## config.mk

```make
export PLATFORM = sky130hd
export DESIGN_NAME = bannerTop
export DESIGN_NICKNAME = d
export VERILOG_FILES = /design/src/verilog/bannerPkg.sv /design/src/verilog/bannerTop.sv /design/src/verilog/frameLayer.sv /design/src/verilog/glyphRom.sv /design/src/verilog/letterLayer.sv /design/src/verilog/pixelMixer.sv /design/src/verilog/videoTiming.sv
export VERILOG_INCLUDE_DIRS = /design/src /design/src/verilog
export SDC_FILE = /design/constraint.sdc
export NUM_CORES = 1
export LEC_CHECK = 0
export BUFFER_PORTS_ARGS = -buffer_cell sky130_fd_sc_hd__buf_2
export CELL_PAD_IN_SITES_DETAIL_PLACEMENT = 0
export CELL_PAD_IN_SITES_GLOBAL_PLACEMENT = 2
export CORE_MARGIN = 8
export CORE_UTILIZATION = 42
export CTS_CLUSTER_DIAMETER = 60
export CTS_CLUSTER_SIZE = 28
export DETAILED_ROUTE_END_ITERATION = 7
export GPL_TIMING_DRIVEN = 1
export PLACE_DENSITY_LB_ADDON = 0.1
export SETUP_SLACK_MARGIN = 0.4
export SLEW_MARGIN = 5
export SYNTH_ARGS = -nofsm -noshare
export SYNTH_HDL_FRONTEND = slang
export SYNTH_HIERARCHICAL = 1
export SYNTH_SLANG_ARGS = --single-unit
```

## constraint.sdc

```tcl
create_clock -name clk -period 4.2 [get_ports clk]
set_input_delay 0.42 -clock clk [delete_from_list [all_inputs] [get_ports clk]]
set_output_delay 0.42 -clock clk [all_outputs]
set_load 0.03 [all_outputs]
```

## src/verilog/glyphBits.svh

```systemverilog
`ifndef GLYPH_BITS_SVH
`define GLYPH_BITS_SVH

// Bitmaps of the six banner letters, one word per glyph row
// Bit c of each word is screen column c counted from the slot's left edge
// So every literal reads mirrored compared to the picture on screen
// Outer index is slot code minus one, inner index is the row
localparam logic [bannerPkg::glyphCols-1:0] glyphBits
	[bannerPkg::slotCount][bannerPkg::glyphRows] = '{
	// Slot 1 J with a hook at the bottom left
	'{8'h00, 8'h00, 8'h7e, 8'h30, 8'h30, 8'h30, 8'h30, 8'h30,
	  8'h30, 8'h30, 8'h30, 8'h33, 8'h33, 8'h1e, 8'h00, 8'h00},
	// Slot 2 V
	'{8'h00, 8'h00, 8'hc3, 8'hc3, 8'hc3, 8'hc3, 8'hc3, 8'hc3,
	  8'hc3, 8'hc3, 8'h66, 8'h66, 8'h3c, 8'h18, 8'h00, 8'h00},
	// Slot 3 M
	'{8'h00, 8'h00, 8'hc3, 8'he7, 8'hff, 8'hdb, 8'hc3, 8'hc3,
	  8'hc3, 8'hc3, 8'hc3, 8'hc3, 8'hc3, 8'hc3, 8'h00, 8'h00},
	// Slot 4 B
	'{8'h00, 8'h00, 8'h3f, 8'hc3, 8'hc3, 8'hc3, 8'hc3, 8'h3f,
	  8'hc3, 8'hc3, 8'hc3, 8'hc3, 8'hc3, 8'h3f, 8'h00, 8'h00},
	// Slot 5 S
	'{8'h00, 8'h00, 8'h7e, 8'h03, 8'h03, 8'h03, 8'h03, 8'h7e,
	  8'hc0, 8'hc0, 8'hc0, 8'hc0, 8'hc0, 8'h7e, 8'h00, 8'h00},
	// Slot 6 L, bit 7 stays clear since the slot is seven columns wide
	'{8'h00, 8'h00, 8'h03, 8'h03, 8'h03, 8'h03, 8'h03, 8'h03,
	  8'h03, 8'h03, 8'h03, 8'h03, 8'h03, 8'h7f, 8'h00, 8'h00}
};

`endif

```

## src/verilog/bannerPkg.sv

```systemverilog
package bannerPkg;

	// Horizontal timing in pixel clocks for 640x480 at 60 Hz
	localparam int hActive = 640;
	localparam int hFront = 16;
	localparam int hSyncLen = 96;
	localparam int hBack = 48;
	localparam int hTotal = hActive + hFront + hSyncLen + hBack;  // 800 clocks per line

	// Vertical timing in lines
	localparam int vActive = 480;
	localparam int vFront = 10;
	localparam int vSyncLen = 2;
	localparam int vBack = 33;
	localparam int vTotal = vActive + vFront + vSyncLen + vBack;  // 525 lines per frame

	localparam int coordW = 10;  // Holds any count up to hTotal-1
	localparam int colorW = 3;   // One bit per gun in R, G, B order

	// Top-left pixel of the banner box
	localparam int originX = 288;
	localparam int originY = 232;

	// Glyph geometry of the font ROM
	localparam int glyphRows = 16;
	localparam int glyphCols = 8;
	localparam int rowW = $clog2(glyphRows);  // Row index into one glyph
	localparam int colW = $clog2(glyphCols);  // Bit index into one ROM word

	// Six letter slots, code 0 is reserved for "no letter"
	localparam int slotCount = 6;
	localparam int slotW = 3;

	// Slot bounds in columns relative to originX
	// The last slot is only seven columns wide
	localparam int slotStart [slotCount] = '{0, 8, 23, 31, 46, 54};
	localparam int slotEnd [slotCount] = '{7, 15, 30, 38, 53, 60};

	// Banner box spans columns 0 to bannerLastCol and rows 0 to glyphRows-1
	localparam int bannerLastCol = 60;

	localparam int frameMargin = 4;  // Outline sits this far outside the banner box

endpackage

```

## src/verilog/bannerTop.sv

```systemverilog
`timescale 1ns/10ps

module bannerTop (
	input  logic clk,
	input  logic rstN,
	input  logic pixEn,                               // Pixel strobe from the external divider
	input  logic [bannerPkg::colorW-1:0] textColor,
	input  logic [bannerPkg::colorW-1:0] frameColor,
	output logic [bannerPkg::colorW-1:0] rgb,         // Three clocks behind the counters
	output logic hSync,
	output logic vSync
);
	import bannerPkg::*;

	logic [coordW-1:0] x;
	logic [coordW-1:0] y;
	logic active;
	logic hSyncRaw;
	logic vSyncRaw;
	logic letterOn;
	logic frameOn;

	videoTiming i_videoTiming (
		.clk      (clk),
		.rstN     (rstN),
		.pixEn    (pixEn),
		.x        (x),
		.y        (y),
		.active   (active),
		.hSyncRaw (hSyncRaw),
		.vSyncRaw (vSyncRaw)
	);

	// Both layers look at the same beam position in parallel
	letterLayer i_letterLayer (
		.clk      (clk),
		.rstN     (rstN),
		.x        (x),
		.y        (y),
		.active   (active),
		.letterOn (letterOn)
	);

	frameLayer i_frameLayer (
		.clk     (clk),
		.rstN    (rstN),
		.x       (x),
		.y       (y),
		.active  (active),
		.frameOn (frameOn)
	);

	pixelMixer i_pixelMixer (
		.clk        (clk),
		.rstN       (rstN),
		.letterOn   (letterOn),
		.frameOn    (frameOn),
		.active     (active),
		.hSyncRaw   (hSyncRaw),
		.vSyncRaw   (vSyncRaw),
		.textColor  (textColor),
		.frameColor (frameColor),
		.rgb        (rgb),
		.hSync      (hSync),
		.vSync      (vSync)
	);

endmodule

```

## src/verilog/frameLayer.sv

```systemverilog
`timescale 1ns/10ps

module frameLayer (
	input  logic clk,
	input  logic rstN,
	input  logic [bannerPkg::coordW-1:0] x,
	input  logic [bannerPkg::coordW-1:0] y,
	input  logic active,
	output logic frameOn   // Outline bit, aligned with letterOn
);
	import bannerPkg::*;

	logic [coordW-1:0] left;    // Outline edges in screen coordinates
	logic [coordW-1:0] right;
	logic [coordW-1:0] top;
	logic [coordW-1:0] bottom;
	logic inBox;                // Inside or on the outline rectangle
	logic onEdge;
	logic frameQ;               // First pipeline stage

	assign left = coordW'(originX - frameMargin);
	assign right = coordW'(originX + bannerLastCol + frameMargin);
	assign top = coordW'(originY - frameMargin);
	assign bottom = coordW'(originY + glyphRows - 1 + frameMargin);

	assign inBox = (x >= left) && (x <= right) && (y >= top) && (y <= bottom);

	// One pixel wide border of the rectangle
	assign onEdge = active && inBox &&
		((x == left) || (x == right) || (y == top) || (y == bottom));

	// Two stages match the slot register and the ROM read of the letter layer
	always_ff @(posedge clk or negedge rstN)
	begin
		if (!rstN)
		begin
			frameQ <= 1'b0;
			frameOn <= 1'b0;
		end
		else
		begin
			frameQ <= onEdge;
			frameOn <= frameQ;
		end
	end

endmodule

```

## src/verilog/glyphRom.sv

```systemverilog
`timescale 1ns/10ps

module glyphRom (
	input  logic clk,
	input  logic [bannerPkg::slotW-1:0] slot,      // Letter code, 0 means blank
	input  logic [bannerPkg::rowW-1:0] row,        // Row inside the glyph
	output logic [bannerPkg::glyphCols-1:0] word   // One glyph row, bit 0 on the left
);
	import bannerPkg::*;

`include "glyphBits.svh"

	logic slotValid;  // Codes 1 to slotCount address a glyph

	assign slotValid = (slot != '0) && (slot <= slotW'(slotCount));

	// Synchronous read every clock so the word lines up with the next stage
	always_ff @(posedge clk)
	begin
		if (slotValid)
			word <= glyphBits[slot - 1'b1][row];
		else
			word <= '0;  // Blank slot code and unused codes read as empty
	end

endmodule

```

## src/verilog/letterLayer.sv

```systemverilog
`timescale 1ns/10ps

module letterLayer (
	input  logic clk,
	input  logic rstN,
	input  logic [bannerPkg::coordW-1:0] x,
	input  logic [bannerPkg::coordW-1:0] y,
	input  logic active,
	output logic letterOn   // Glyph bit of the pixel, two edges after x and y
);
	import bannerPkg::*;

	logic [coordW-1:0] relX;  // Beam column measured from the banner origin
	logic [coordW-1:0] relY;  // Beam line measured from the banner origin
	logic [slotW-1:0] slotNext;
	logic [colW-1:0] colNext;
	logic [slotW-1:0] slotQ;
	logic [rowW-1:0] rowQ;
	logic [colW-1:0] colQ;
	logic [colW-1:0] colQ2;   // Column held one more stage to meet the ROM word
	logic [glyphCols-1:0] word;

	// Left of or above the banner these wrap to large values and miss every slot
	assign relX = x - coordW'(originX);
	assign relY = y - coordW'(originY);

	// Priority search over the slot table, the first slot that matches wins
	always_comb
	begin
		logic found;
		found = 1'b0;
		slotNext = '0;
		colNext = '0;
		for (int i = 0; i < slotCount; i++)
		begin
			if (!found && relX >= coordW'(slotStart[i]) && relX <= coordW'(slotEnd[i]))
			begin
				found = 1'b1;
				slotNext = slotW'(i + 1);  // Codes count from 1
				colNext = colW'(relX - coordW'(slotStart[i]));
			end
		end
		if (!active || relY > coordW'(glyphRows - 1))
			slotNext = '0;  // Outside the banner rows or in blanking
	end

	always_ff @(posedge clk or negedge rstN)
	begin
		if (!rstN)
			slotQ <= '0;
		else
			slotQ <= slotNext;
	end

	// Row and column only matter when the slot code is non-zero
	always_ff @(posedge clk)
	begin
		rowQ <= relY[rowW-1:0];
		colQ <= colNext;
		colQ2 <= colQ;
	end

	glyphRom i_glyphRom (
		.clk  (clk),
		.slot (slotQ),
		.row  (rowQ),
		.word (word)
	);

	assign letterOn = word[colQ2];  // A blank slot reads zero so this stays dark

endmodule

```

## src/verilog/pixelMixer.sv

```systemverilog
`timescale 1ns/10ps

module pixelMixer (
	input  logic clk,
	input  logic rstN,
	input  logic letterOn,
	input  logic frameOn,
	input  logic active,                              // Straight from the timing generator
	input  logic hSyncRaw,
	input  logic vSyncRaw,
	input  logic [bannerPkg::colorW-1:0] textColor,   // Switch inputs for the letters
	input  logic [bannerPkg::colorW-1:0] frameColor,  // Switch inputs for the outline
	output logic [bannerPkg::colorW-1:0] rgb,
	output logic hSync,
	output logic vSync
);
	import bannerPkg::*;

	logic activeD1;
	logic activeD2;   // Lines up with letterOn and frameOn
	logic hSyncD1;
	logic hSyncD2;
	logic vSyncD1;
	logic vSyncD2;
	logic [colorW-1:0] pixColor;

	// Two stages of delay matching the layer pipelines, syncs idle high
	always_ff @(posedge clk or negedge rstN)
	begin
		if (!rstN)
		begin
			activeD1 <= 1'b0;
			activeD2 <= 1'b0;
			hSyncD1 <= 1'b1;
			hSyncD2 <= 1'b1;
			vSyncD1 <= 1'b1;
			vSyncD2 <= 1'b1;
		end
		else
		begin
			activeD1 <= active;
			activeD2 <= activeD1;
			hSyncD1 <= hSyncRaw;
			hSyncD2 <= hSyncD1;
			vSyncD1 <= vSyncRaw;
			vSyncD2 <= vSyncD1;
		end
	end

	// Letters sit on top of the outline and blanking overrides both
	always_comb
	begin
		if (!activeD2)
			pixColor = '0;
		else if (letterOn)
			pixColor = textColor;
		else if (frameOn)
			pixColor = frameColor;
		else
			pixColor = '0;  // Background is black
	end

	// Output stage, the third clock of the total latency
	always_ff @(posedge clk or negedge rstN)
	begin
		if (!rstN)
		begin
			rgb <= '0;
			hSync <= 1'b1;
			vSync <= 1'b1;
		end
		else
		begin
			rgb <= pixColor;
			hSync <= hSyncD2;
			vSync <= vSyncD2;
		end
	end

	// A blanked pixel must leave the output stage black on the next clock
	assert property (@(posedge clk) disable iff (!rstN) !activeD2 |=> rgb == '0)
		else $error("pixelMixer drove rgb=%0h during blanking", rgb);

endmodule

```

## src/verilog/videoTiming.sv

```systemverilog
`timescale 1ns/10ps

module videoTiming (
	input  logic clk,
	input  logic rstN,
	input  logic pixEn,                         // One pixel step per strobe
	output logic [bannerPkg::coordW-1:0] x,     // Column of the current pixel
	output logic [bannerPkg::coordW-1:0] y,     // Line of the current pixel
	output logic active,
	output logic hSyncRaw,                      // Active low
	output logic vSyncRaw                       // Active low
);
	import bannerPkg::*;

	logic lineEnd;   // Last column of a line
	logic frameEnd;  // Last line of a frame

	assign lineEnd = (x == coordW'(hTotal - 1));
	assign frameEnd = (y == coordW'(vTotal - 1));

	// Horizontal counter steps only on the strobe and wraps at the end of a line
	always_ff @(posedge clk or negedge rstN)
	begin
		if (!rstN)
			x <= '0;
		else if (pixEn)
		begin
			if (lineEnd)
				x <= '0;
			else
				x <= x + 1'b1;
		end
	end

	// Vertical counter moves once per wrap of the horizontal one
	always_ff @(posedge clk or negedge rstN)
	begin
		if (!rstN)
			y <= '0;
		else if (pixEn && lineEnd)
		begin
			if (frameEnd)
				y <= '0;
			else
				y <= y + 1'b1;
		end
	end

	// Visible area is the top-left corner of the full scan
	assign active = (x < coordW'(hActive)) && (y < coordW'(vActive));

	// Sync pulses start right after the front porch
	assign hSyncRaw = !((x >= coordW'(hActive + hFront)) &&
		(x < coordW'(hActive + hFront + hSyncLen)));
	assign vSyncRaw = !((y >= coordW'(vActive + vFront)) &&
		(y < coordW'(vActive + vFront + vSyncLen)));

	// Both counters must wrap before their totals
	assert property (@(posedge clk) disable iff (!rstN) x < coordW'(hTotal))
		else $error("videoTiming x reached %0d", x);
	assert property (@(posedge clk) disable iff (!rstN) y < coordW'(vTotal))
		else $error("videoTiming y reached %0d", y);

endmodule
```

==> results.py, run 1 <==
metrics = {
    "floorplan": {
        "start_util": 0.426,
        "dieHeight_um": 109,
        "core_area_um2": 8590,
        "die-area_um2": 12000,
        "num_rows": 34,
        "ioPinCount": 14,
        "die_width_um": 109,
    },
    "cts": {
        "cts_hold_buf": 0,
        "cts_resized": 0,
        "postCtsSetupRepairBufs": 0,
        "clock_latency_ps": 310,
        "h-tree-depth": 2,
        "cts_root_buf": "clkbuf_8",
        "clk_pin_slew_ps": 100,
        "numCtsBuffers": 5,
        "cts_sinks": 54,
        "cts.path.max_buffers": 2,
        "cts_tree": "done",
    },
    "setup_path": {
        "cp.arrival_ps": 3070,
        "rr_startpoint": "i_videoTiming/x[5]",
        "crit_fanout": 21,
        "start_kind": "flop",
        "r2r_setup_slack_ps": 1330,
        "worst-setup-path-type": "flop to flop",
        "reg2reg_depth": 9,
        "end_kind": "flop",
        "r2r-end": "i_letterLayer/colQ[1]",
        "crit_required_ps": 4400,
    },
    "grt": {
        "grt_pass1_vias": 2941,
        "grt_pass1_wl_um": 15100,
        "antenna_found_initial": 0,
        "grt_overflow": 0,
        "track_usage": 0.157,
        "grt_max_degree": 37,
    },
    "route": {
        "vias": 3139,
        "drtPass1Iterations": 5,
        "drt_wl_total_um": 9090,
        "drc": 0,
        "ant_nets": 0,
        "vias_per_cell": 5.93,
        "routedWlPerCell_um": 17.2,
        "dr.first_iter.drc_count": 165,
    },
    "power_and_ir_drop": {
        "irDropWorstVdd_v": 0.000254,
        "finalPower_w": 0.00125,
        "power_density_nw_per_um2": 324,
        "leakage_nw": 1.56,
    },
    "timing": {
        "relSlewSlack": 0.441,
        "slew_viol_final": 0,
        "worst_pin_slew_ps": 839,
        "fin_tns_setup_ps": 0,
        "finalHoldViolations": 0,
        "period_share": 0.683,
        "max_freq_mhz": 349,
        "holdWs_ps": 210,
        "layout_min_cycle_time_ps": 2870,
        "finalSetupViolations": 0,
        "rsz0062_at_grt": "no",
        "fin_worst_skew_ps": 10.8,
    },
    "yosys": {
        "netlist_area_um2": 3660,
        "syn_inst": 414,
        "ys_ff_latch": 54,
        "yosysTopAreaCell": "dfrtp_1",
        "synth.top_cells.by_area": "dfrtp_1 (21%), dfxtp_1 (9.8%), ha_1 (6.8%), dfstp_2 (4.3%), nand3_1 (3.8%)",
        "synth_top_family_by_area": "simple AND/OR/NAND/NOR gates",
        "avgSynthCellArea_um2": 8.84,
        "yosysWarnings": 6,
        "synth_xor_area_frac": 0.0424,
        "synth_fa_ha_area_frac": 0.0684,
        "synth-compound-area-share": 0.185,
        "synth_top_area_frac": 0.205,
        "synth_edf_count": 0,
        "synthSimpleGateAreaFrac": 0.260,
        "async_reset_ff_frac": 0.667,
        "synth_top_flop_cell": "dfrtp_1",
        "yosysUniqueCellTypes": 77,
        "yosysSeqAreaShare": 0.347,
        "yosys-top-cells-count": "dfrtp_1 (30), nand2_1 (30), nand3_1 (28)",
        "muxShareOfSynthArea": 0.0437,
        "syn-num-nets": 443,
    },
    "run": {
        "max-cap-violations": 0,
    },
    "placed_design": {
        "hpwl_um": 6550,
        "io_buffers": 13,
        "routabilityCongestion": 0.853,
    },
    "outcome": {
        "outcome": "finished, final reports clean",
    },
    "cells_and_area": {
        "drive_above_1_share": 0.140,
        "n_antenna_cell": 0,
        "area_delta_synth_final_pct": 5.60,
        "final_nets": 449,
    },
    "hold_path": {
        "hold_class": "primary input to async pin",
    },
}
## worst max path at each step
stage	startpoint	endpoint	slack, ps
final	i_videoTiming/x[5]	i_letterLayer/colQ[1]	1330
after floorplan	i_videoTiming/x[5]	i_letterLayer/colQ[1]	1800
after CTS	i_videoTiming/x[5]	i_letterLayer/colQ[1]	1350
after global routing	i_videoTiming/x[5]	i_letterLayer/colQ[1]	1090
after detailed placement	i_videoTiming/x[5]	i_letterLayer/colQ[1]	1380
after global placement	i_videoTiming/x[5]	i_letterLayer/colQ[1]	1440
## state kept, by name (all words and copies together), names as in the netlist
signal / cells
i_videoTiming/x: 10
i_letterLayer/rowQ: 4
i_frameLayer/frameOn: 1
i_pixelMixer/hSync: 1
i_pixelMixer/rgb: 3
i_letterLayer/i_glyphRom/word: 8
i_frameLayer/frameQ: 1
i_pixelMixer/vSyncD1: 1
i_letterLayer/colQ2: 3
i_pixelMixer/activeD2: 1
i_pixelMixer/hSyncD2: 1
i_pixelMixer/vSync: 1
i_pixelMixer/hSyncD1: 1
i_pixelMixer/activeD1: 1
i_letterLayer/slotQ: 3
i_pixelMixer/vSyncD2: 1
i_letterLayer/colQ: 3
i_videoTiming/y: 10
## placed cells by master, fill, tap and decap left out, types with 3 or more instances in the layout
cell type,n
nand2_1,30
dfrtp_1,30
nand3_1,28
nor2_1,27
a21oi_1,26
inv_1,23
o21ai_0,23
ha_1,20
dfxtp_1,18
buf_2,13
nor3_1,11
xnor2_1,11
a31oi_1,10
nand4_1,9
nor4_1,7
mux2i_1,7
nand4b_1,6
dfstp_2,6
clkbuf_8,5
nand2b_1,5
and3_2,4
and2_1,4
nor2b_1,4
mux2_2,4
a22o_1,4
and3_1,4
a211oi_1,4
and4_1,4
o21ai_1,3
a32oi_1,3
xor2_1,3
nand3b_1,3
o211ai_1,3
buf_4,3
## metal layers
metal	up-vias	GRT usage	share of wire
li1	1541	-	-
met1	1501	0.217	0.48
met2	86	0.248	0.45
met3	11	0.0246	0.055
met4	0	0.0434	0.014
met5	-	0	0
## cell type report
cell class              instances  area (um2)
multi-input cells             319        2190
fillers                       858        4730
repair buffers                 16        87.6
flip-flops and latches         54        1270
inverters                      24        90.1
clock buffers                   5        68.8
well taps                     108         135
clock inverters                 3        21.3
## power breakdown
| part | switching, W | internal [W] | total, W | leakage (nW) |
|---|---|---|---|---|
| Clock | 0.000171 | 0.000118 | 0.000288 | 0.0441 |
| Combinational | 0.000190 | 0.000133 | 0.000324 | 0.914 |
| Sequential | 0.0000992 | 0.000541 | 0.000640 | 0.601 |
| Total | 0.000460 | 0.000792 | 0.00125 | 1.56 |
## cells by family after synthesis
family / count (synthesis)
AOI/OAI and AO/OA: 102
xor gates and xnor gates: 16
adders and majority gates: 20
buffers and inverters: 41
DFF: 54
muxes: 13
and+or+nand+nor: 168
## stage by stage
| stage | worst slack, ps | area [um2] | cells | utilization |
|---|---|---|---|---|
| after floorplan | 1800 | 3660 | 414 | - |
| after global placement | 1440 | 3780 | 521 | 0.439 |
| after detailed placement | 1380 | 3780 | 521 | 0.439 |
| after CTS | 1350 | 3870 | 529 | 0.450 |
| after global routing | 1090 | 3870 | 529 | 0.450 |
| final | 1330 | 3870 | 529 | 0.450 |
## critical path: stages, from the launching register on
cell	delay [ps]
dfrtp_1	810
inv_1	230
ha_1	450
nand3_1	80
or3_1	400
a211oi_2	230
nand2_2	130
nand2_2	100
nor3_1	50
a221o_1	270
(Power assumes the default switching activity.)
==> inputs of run 2 (changes only) <==
- CORE_UTILIZATION: 42 -> 39
- clock period: 4.2 -> 2.7 ns (I/O delays scaled with it)
==> results.py, run 2 (synthesized netlist as in run 1, its figures left out) <==
metrics = {
    "floorplan": {
        "die_width_um": 113,
        "ioPinCount": 14,
        "core_area_um2": 9200,
        "dieHeight_um": 113,
        "start_util": 0.398,
        "die-area_um2": 12700,
        "num_rows": 35,
    },
    "timing": {
        "layout_min_cycle_time_ps": 2220,
        "finalHoldViolations": 0,
        "relSlewSlack": 0.432,
        "period_share": 0.822,
        "slew_viol_final": 0,
        "max_freq_mhz": 450,
        "finalSetupViolations": 0,
        "rsz0062_at_grt": "no",
        "holdWs_ps": 62.4,
        "fin_tns_setup_ps": 0,
        "fin_worst_skew_ps": 15.3,
        "worst_pin_slew_ps": 852,
        "setup_slack_ps": 480,
    },
    "power_and_ir_drop": {
        "p_seq_frac": 0.449,
        "leakage_nw": 1.63,
        "combPwrFrac": 0.314,
        "netSwitchingFraction": 0.356,
        "irDropWorstVdd_v": 0.000348,
        "switching_power_w": 0.000729,
        "pwr-share-clk": 0.237,
        "intPower_w": 0.00132,
        "power_density_nw_per_um2": 509,
    },
    "setup_path": {
        "cp.arrival_ps": 2430,
        "end_kind": "flop",
        "crit_path_top_delay_cell": "or4b_4",
        "crit_fanout": 12,
        "start_kind": "flop",
        "path_cells": "buf_4 -> or4b_4 -> or4_4 -> a2111oi_4",
        "crit_required_ps": 2910,
        "reg2reg_depth": 4,
        "worst-setup-path-type": "flop to flop",
        "path_depth": 4,
        "critical-path-top-delay-family": "simple AND/OR/NAND/NOR gates",
        "cp_slowest_stage_delay_ps": 590,
        "worst-path-buf-inv": 1,
    },
    "cts": {
        "cts_hold_buf": 0,
        "clock_latency_ps": 310,
        "cts_tree": "done",
        "cts_sinks": 54,
        "numCtsBuffers": 5,
        "cts.path.max_buffers": 2,
        "cts_root_buf": "clkbuf_8",
        "postCtsSetupRepairBufs": 0,
        "clk_pin_slew_ps": 110,
        "h-tree-depth": 2,
    },
    "placed_design": {
        "routabilityCongestion": 0.855,
        "post-place-cells": 536,
        "dp_slack_ps": 360,
        "hpwl_um": 6810,
        "io_buffers": 13,
    },
    "route": {
        "drt_wl_total_um": 9400,
        "dr.first_iter.drc_count": 210,
        "vias_per_cell": 5.88,
        "drc": 0,
        "vias": 3196,
        "routedWlPerCell_um": 17.3,
        "drtPass1Iterations": 5,
        "ant_nets": 0,
    },
    "run": {
        "max-cap-violations": 0,
    },
    "cells_and_area": {
        "final_common_cell": "nand2_1",
        "final_nets": 461,
        "utilization": 0.437,
        "top_regs": "i_videoTiming/x: 10 flops, i_videoTiming/y: 10 flops, i_letterLayer/i_glyphRom/word: 8 flops",
        "area_delta_synth_final_pct": 9.71,
        "final_cells": 544,
        "drive_above_1_share": 0.180,
        "layout_common_cells": "nand2_1 (30), nand3_1 (28), nor2_1 (27), dfrtp_1 (27), a21oi_1 (26)",
        "n_antenna_cell": 0,
    },
    "grt": {
        "antenna_found_initial": 0,
        "track_usage": 0.150,
        "grt_pass1_wl_um": 15700,
        "grt_overflow": 0,
        "grt_pass1_vias": 3057,
        "grt_max_degree": 37,
    },
    "hold_path": {
        "hold_class": "primary input to async pin",
    },
    "outcome": {
        "outcome": "finished, final reports clean",
    },
}
[run 2: path summary, 6_finish.rpt]
path / startpoint / endpoint / slack (ps)
max reg2reg: i_videoTiming/x[6] / i_videoTiming/y[9] / 480
max: i_videoTiming/x[6] / i_videoTiming/y[9] / 480
max in group asynchronous: rstN / i_videoTiming/x[5] / 2050
min in group clk: textColor[1] / i_pixelMixer/rgb[1] / 190
min reg2reg: i_letterLayer/colQ[0] / i_letterLayer/colQ2[0] / 340
min: rstN / i_videoTiming/x[7] / 60
[run 2: what timing repair did]
item / CTS / global route
gates resized for setup: 2 / 6
hold endpoints to repair: 0 / 0
endpoints found under the setup margin: 5 / 9
[run 2: cell type report]
class                      instances  area, um2
fill                             951       5180
multi-input combinational        319       2240
sequential                        54       1270
timing repair buffer              28        178
tap                              111        139
inverter                          24       90.1
clock buffer                       6       82.6
clock inverter                     2       16.3
[run 2: per-stage QoR]
step           area (um2)  power (W)
6_report             4020    0.00204
2_1_floorplan        3670    0.00138
3_5_place_dp         3880    0.00157
3_3_place_gp         3880    0.00157
5_1_grt              4020    0.00218
4_1_cts              3990    0.00207
[run 2: power by group through the flow]
stage / sequential (W) / clock [W] / combinational [W]
after floorplan: 0.000954 / 0 / 0.000424
after CTS: 0.000919 / 0.000513 / 0.000635
final: 0.000917 / 0.000486 / 0.000642
after global routing: 0.000928 / 0.000539 / 0.000713
after global placement: 0.000936 / 0 / 0.000638
after detailed placement: 0.000933 / 0 / 0.000634
[run 2: metal layers]
metal / wire length [um] / vias to the layer above / GRT usage
met5: 0 / - / 0
met1: 4310 / 1533 / 0.196
met2: 4370 / 89 / 0.245
met4: 166 / 0 / 0.0426
li1: - / 1561 / -
met3: 546 / 13 / 0.0314
[run 2: worst reg2reg max path, stage by stage (launching register included)]
cell and delay, ps:
dfrtp_1 390, buf_4 180, or4b_4 590, or4_4 590
a2111oi_4 370
==> inputs of run 3 (changes only) <==
- ABC_AREA: default -> 1
- CORE_UTILIZATION: 39 -> 36
- clock period: 2.7 -> 2.2 ns (I/O delays scaled with it)
==> results.py, run 3 <==
metrics = {
    "outcome": {
        "outcome": "finished, final reports clean",
    },
    "floorplan": {
        "dieHeight_um": 123,
        "core_area_um2": 11300,
        "die_width_um": 123,
        "num_rows": 39,
        "start_util": 0.364,
        "die-area_um2": 15100,
        "ioPinCount": 14,
    },
    "yosys": {
        "synth.top_cells.by_area": "dfrtp_1 (18%), nand2_1 (13%), dfxtp_1 (8.8%), nand3_1 (7.7%), nor2_1 (6.9%)",
        "yosysSeqAreaShare": 0.309,
        "yosysWarnings": 6,
        "synth_top_flop_cell": "dfrtp_1",
        "async_reset_ff_frac": 0.667,
        "post-synth-top-count-cell": "nand2_1",
        "synth_edf_count": 0,
        "yosys-top-cells-count": "nand2_1 (137), nor2_1 (75), inv_1 (71)",
        "avgSynthCellArea_um2": 6.92,
        "yosysUniqueCellTypes": 48,
        "syn-num-nets": 622,
        "synth_top_area_frac": 0.183,
        "netlist_area_um2": 4100,
        "yosysTopAreaCell": "dfrtp_1",
        "ys_ff_latch": 54,
        "syn_inst": 593,
    },
    "timing": {
        "layout_min_cycle_time_ps": 1910,
        "rsz0062_at_grt": "yes",
        "worst_pin_slew_ps": 844,
        "fin_tns_setup_ps": 0,
        "fin_worst_skew_ps": 3.88,
        "relSlewSlack": 0.437,
        "finalSetupViolations": 0,
        "finalHoldViolations": 0,
        "max_freq_mhz": 525,
        "period_share": 0.866,
        "slew_viol_final": 0,
    },
    "route": {
        "dr.first_iter.drc_count": 258,
        "vias": 3829,
        "ant_nets": 0,
        "drtPass1Iterations": 4,
        "drt_wl_total_um": 10700,
        "vias_per_cell": 4.95,
        "routedWlPerCell_um": 13.8,
        "drc": 0,
    },
    "setup_path": {
        "crit_path_end": "i_letterLayer/colQ[0]",
        "setup.worst_path.start": "i_videoTiming/x[5]",
        "critical-path-top-delay-family": "simple AND/OR/NAND/NOR gates",
        "worst-path-buf-inv": 1,
        "crit_required_ps": 2380,
        "path_cells": "inv_6 -> ha_4 -> nand2_4 -> nand3_4 -> nand3_4 -> nor2_8 -> nand3_4 -> nand3_4 -> nor2_8 -> nand2_2 -> nor2_1 -> nor2_1 -> nand2_1",
        "r2r_setup_slack_ps": 290,
        "path_depth": 13,
        "start_kind": "flop",
        "crit_fanout": 7,
        "end_kind": "flop",
        "rr_startpoint": "i_videoTiming/x[5]",
        "cp_slowest_stage_delay_ps": 440,
        "reg2reg_depth": 13,
        "r2r-end": "i_letterLayer/colQ[0]",
        "crit_path_top_delay_cell": "dfrtp_2",
        "worst-setup-path-type": "flop to flop",
        "cpMostUsedCell": "nand3_4",
        "cp.arrival_ps": 2090,
    },
    "cells_and_area": {
        "fillers": 1171,
        "layout_common_cells": "nand2_1 (133), nor2_1 (70), inv_1 (66)",
        "utilization": 0.430,
        "final_nets": 659,
        "multi_input_area_um2": 2620,
        "final_cells": 774,
        "final_common_cell": "nand2_1",
        "drive_above_1_share": 0.236,
        "area_delta_synth_final_pct": 18.2,
        "n_antenna_cell": 0,
        "top_regs": "i_videoTiming/x: 10 flops, i_videoTiming/y: 10 flops, i_letterLayer/i_glyphRom/word: 8 flops",
        "final-seq-area_um2": 1280,
    },
    "cts": {
        "clock_latency_ps": 300,
        "numCtsBuffers": 5,
        "cts.path.max_buffers": 2,
        "cts_tree": "done",
        "cts_hold_buf": 0,
        "clk_pin_slew_ps": 70,
        "cts_root_buf": "clkbuf_16",
        "cts_sinks": 54,
        "h-tree-depth": 2,
    },
    "power_and_ir_drop": {
        "leakage_nw": 2.36,
        "irDropWorstVdd_v": 0.000513,
        "power_density_nw_per_um2": 766,
    },
    "grt": {
        "grt_overflow": 0,
        "grt_pass1_vias": 3712,
        "grt_max_degree": 37,
        "track_usage": 0.148,
        "antenna_found_initial": 0,
        "grt_pass1_wl_um": 18000,
    },
    "placed_design": {
        "io_buffers": 13,
        "hpwl_um": 8110,
        "post-place-cells": 752,
        "routabilityCongestion": 0.790,
    },
    "hold_path": {
        "hold_class": "primary input to async pin",
    },
    "run": {
        "max-cap-violations": 0,
    },
}
run 3: cell types whose count changed after synthesis, moves of 9 or more:
| cell | change |
|---|---|
| nand2_1 | +107 |
| inv_1 | +48 |
| nor2_1 | +48 |
| nand3_1 | +35 |
| nand2_2 | +20 |
| xnor2_1 | -10 |
| nand3_2 | +9 |
| nor2_2 | +9 |
| o21ai_0 | -9 |
run 3: what timing repair did:
action                                  in CTS  in global routing
setup buffers                                8                  6
cloned                                       0                  0
gates resized for setup                     17                 26
pin swaps                                    5                 11
endpoints found under the setup margin      16                 21
run 3: layout make-up:
class                   instances  area share
clock inverters                 2     0.00361
inverters                      78      0.0624
clock buffers                   6      0.0310
repair buffers                 41      0.0627
flip-flops and latches         54       0.263
multi-input cells             450       0.540
well taps                     143      0.0369
run 3: layer usage:
layer  up-vias  routed length (um)  GRT usage
met1      1762                4990      0.186
met5         -                   0          0
met4         0                 204     0.0526
met2        63                5120      0.249
met3        19                 397     0.0271
li1       1985                   -          -
run 3: cells by family (layout without fill, tap and decap cells):
group                    Yosys count  after routing  synth area share
adder cells (fa/ha/maj)           20             20            0.0610
XOR/XNOR                           8              8            0.0171
AO/OA/AOI/OAI                     65             65            0.0909
AND/OR/NAND/NOR                  356            356             0.426
multiplexers                       1              1           0.00274
flip-flops                        54             54             0.309
buffers and inverters             89            127            0.0933
run 3: power by group:
group	switching (W)	total (W)	internal (W)
clock network	0.000374	0.000874	0.000500
registers	0.000168	0.00131	0.00114
logic	0.000948	0.00153	0.000586
total	0.00149	0.00372	0.00223
run 3: how the worst min path moves through the flow:
stage / startpoint / end / slack [ps] / cells after the start
3_5_place_dp: i_letterLayer/colQ[2] / i_letterLayer/colQ2[2] / 320 / 0
6_report: rstN / i_pixelMixer/rgb[0] / 20 / 1
4_1_cts: rstN / i_pixelMixer/rgb[0] / 60 / 1
5_1_grt: rstN / i_pixelMixer/rgb[0] / 90 / 1
2_1_floorplan: rstN / i_frameLayer/frameOn / -80 / 0
3_3_place_gp: i_letterLayer/colQ[1] / i_letterLayer/colQ2[1] / 310 / 0
run 3: worst reg2reg max path, stage by stage (launching register included):
cell,delay (ps)
dfrtp_2,440
inv_6,70
ha_4,180
nand2_4,90
nand3_4,90
nand3_4,100
nor2_8,200
nand3_4,120
nand3_4,120
nor2_8,60
nand2_2,80
nor2_1,40
nor2_1,140
nand2_1,70
run 3: through the flow:
| step | hold slack (ps) | cell area (um2) | power, W | worst slack (ps) |
|---|---|---|---|---|
| after floorplan | -75.6 | 4130 | 0.00224 | 318 |
| after global placement | 313 | 4390 | 0.00266 | 75.0 |
| after detailed placement | 316 | 4390 | 0.00265 | 53.9 |
| after CTS | 61.2 | 4700 | 0.00365 | 313 |
| after global routing | 93.4 | 4850 | 0.00400 | 187 |
| final | 20.0 | 4850 | 0.00372 | 295 |
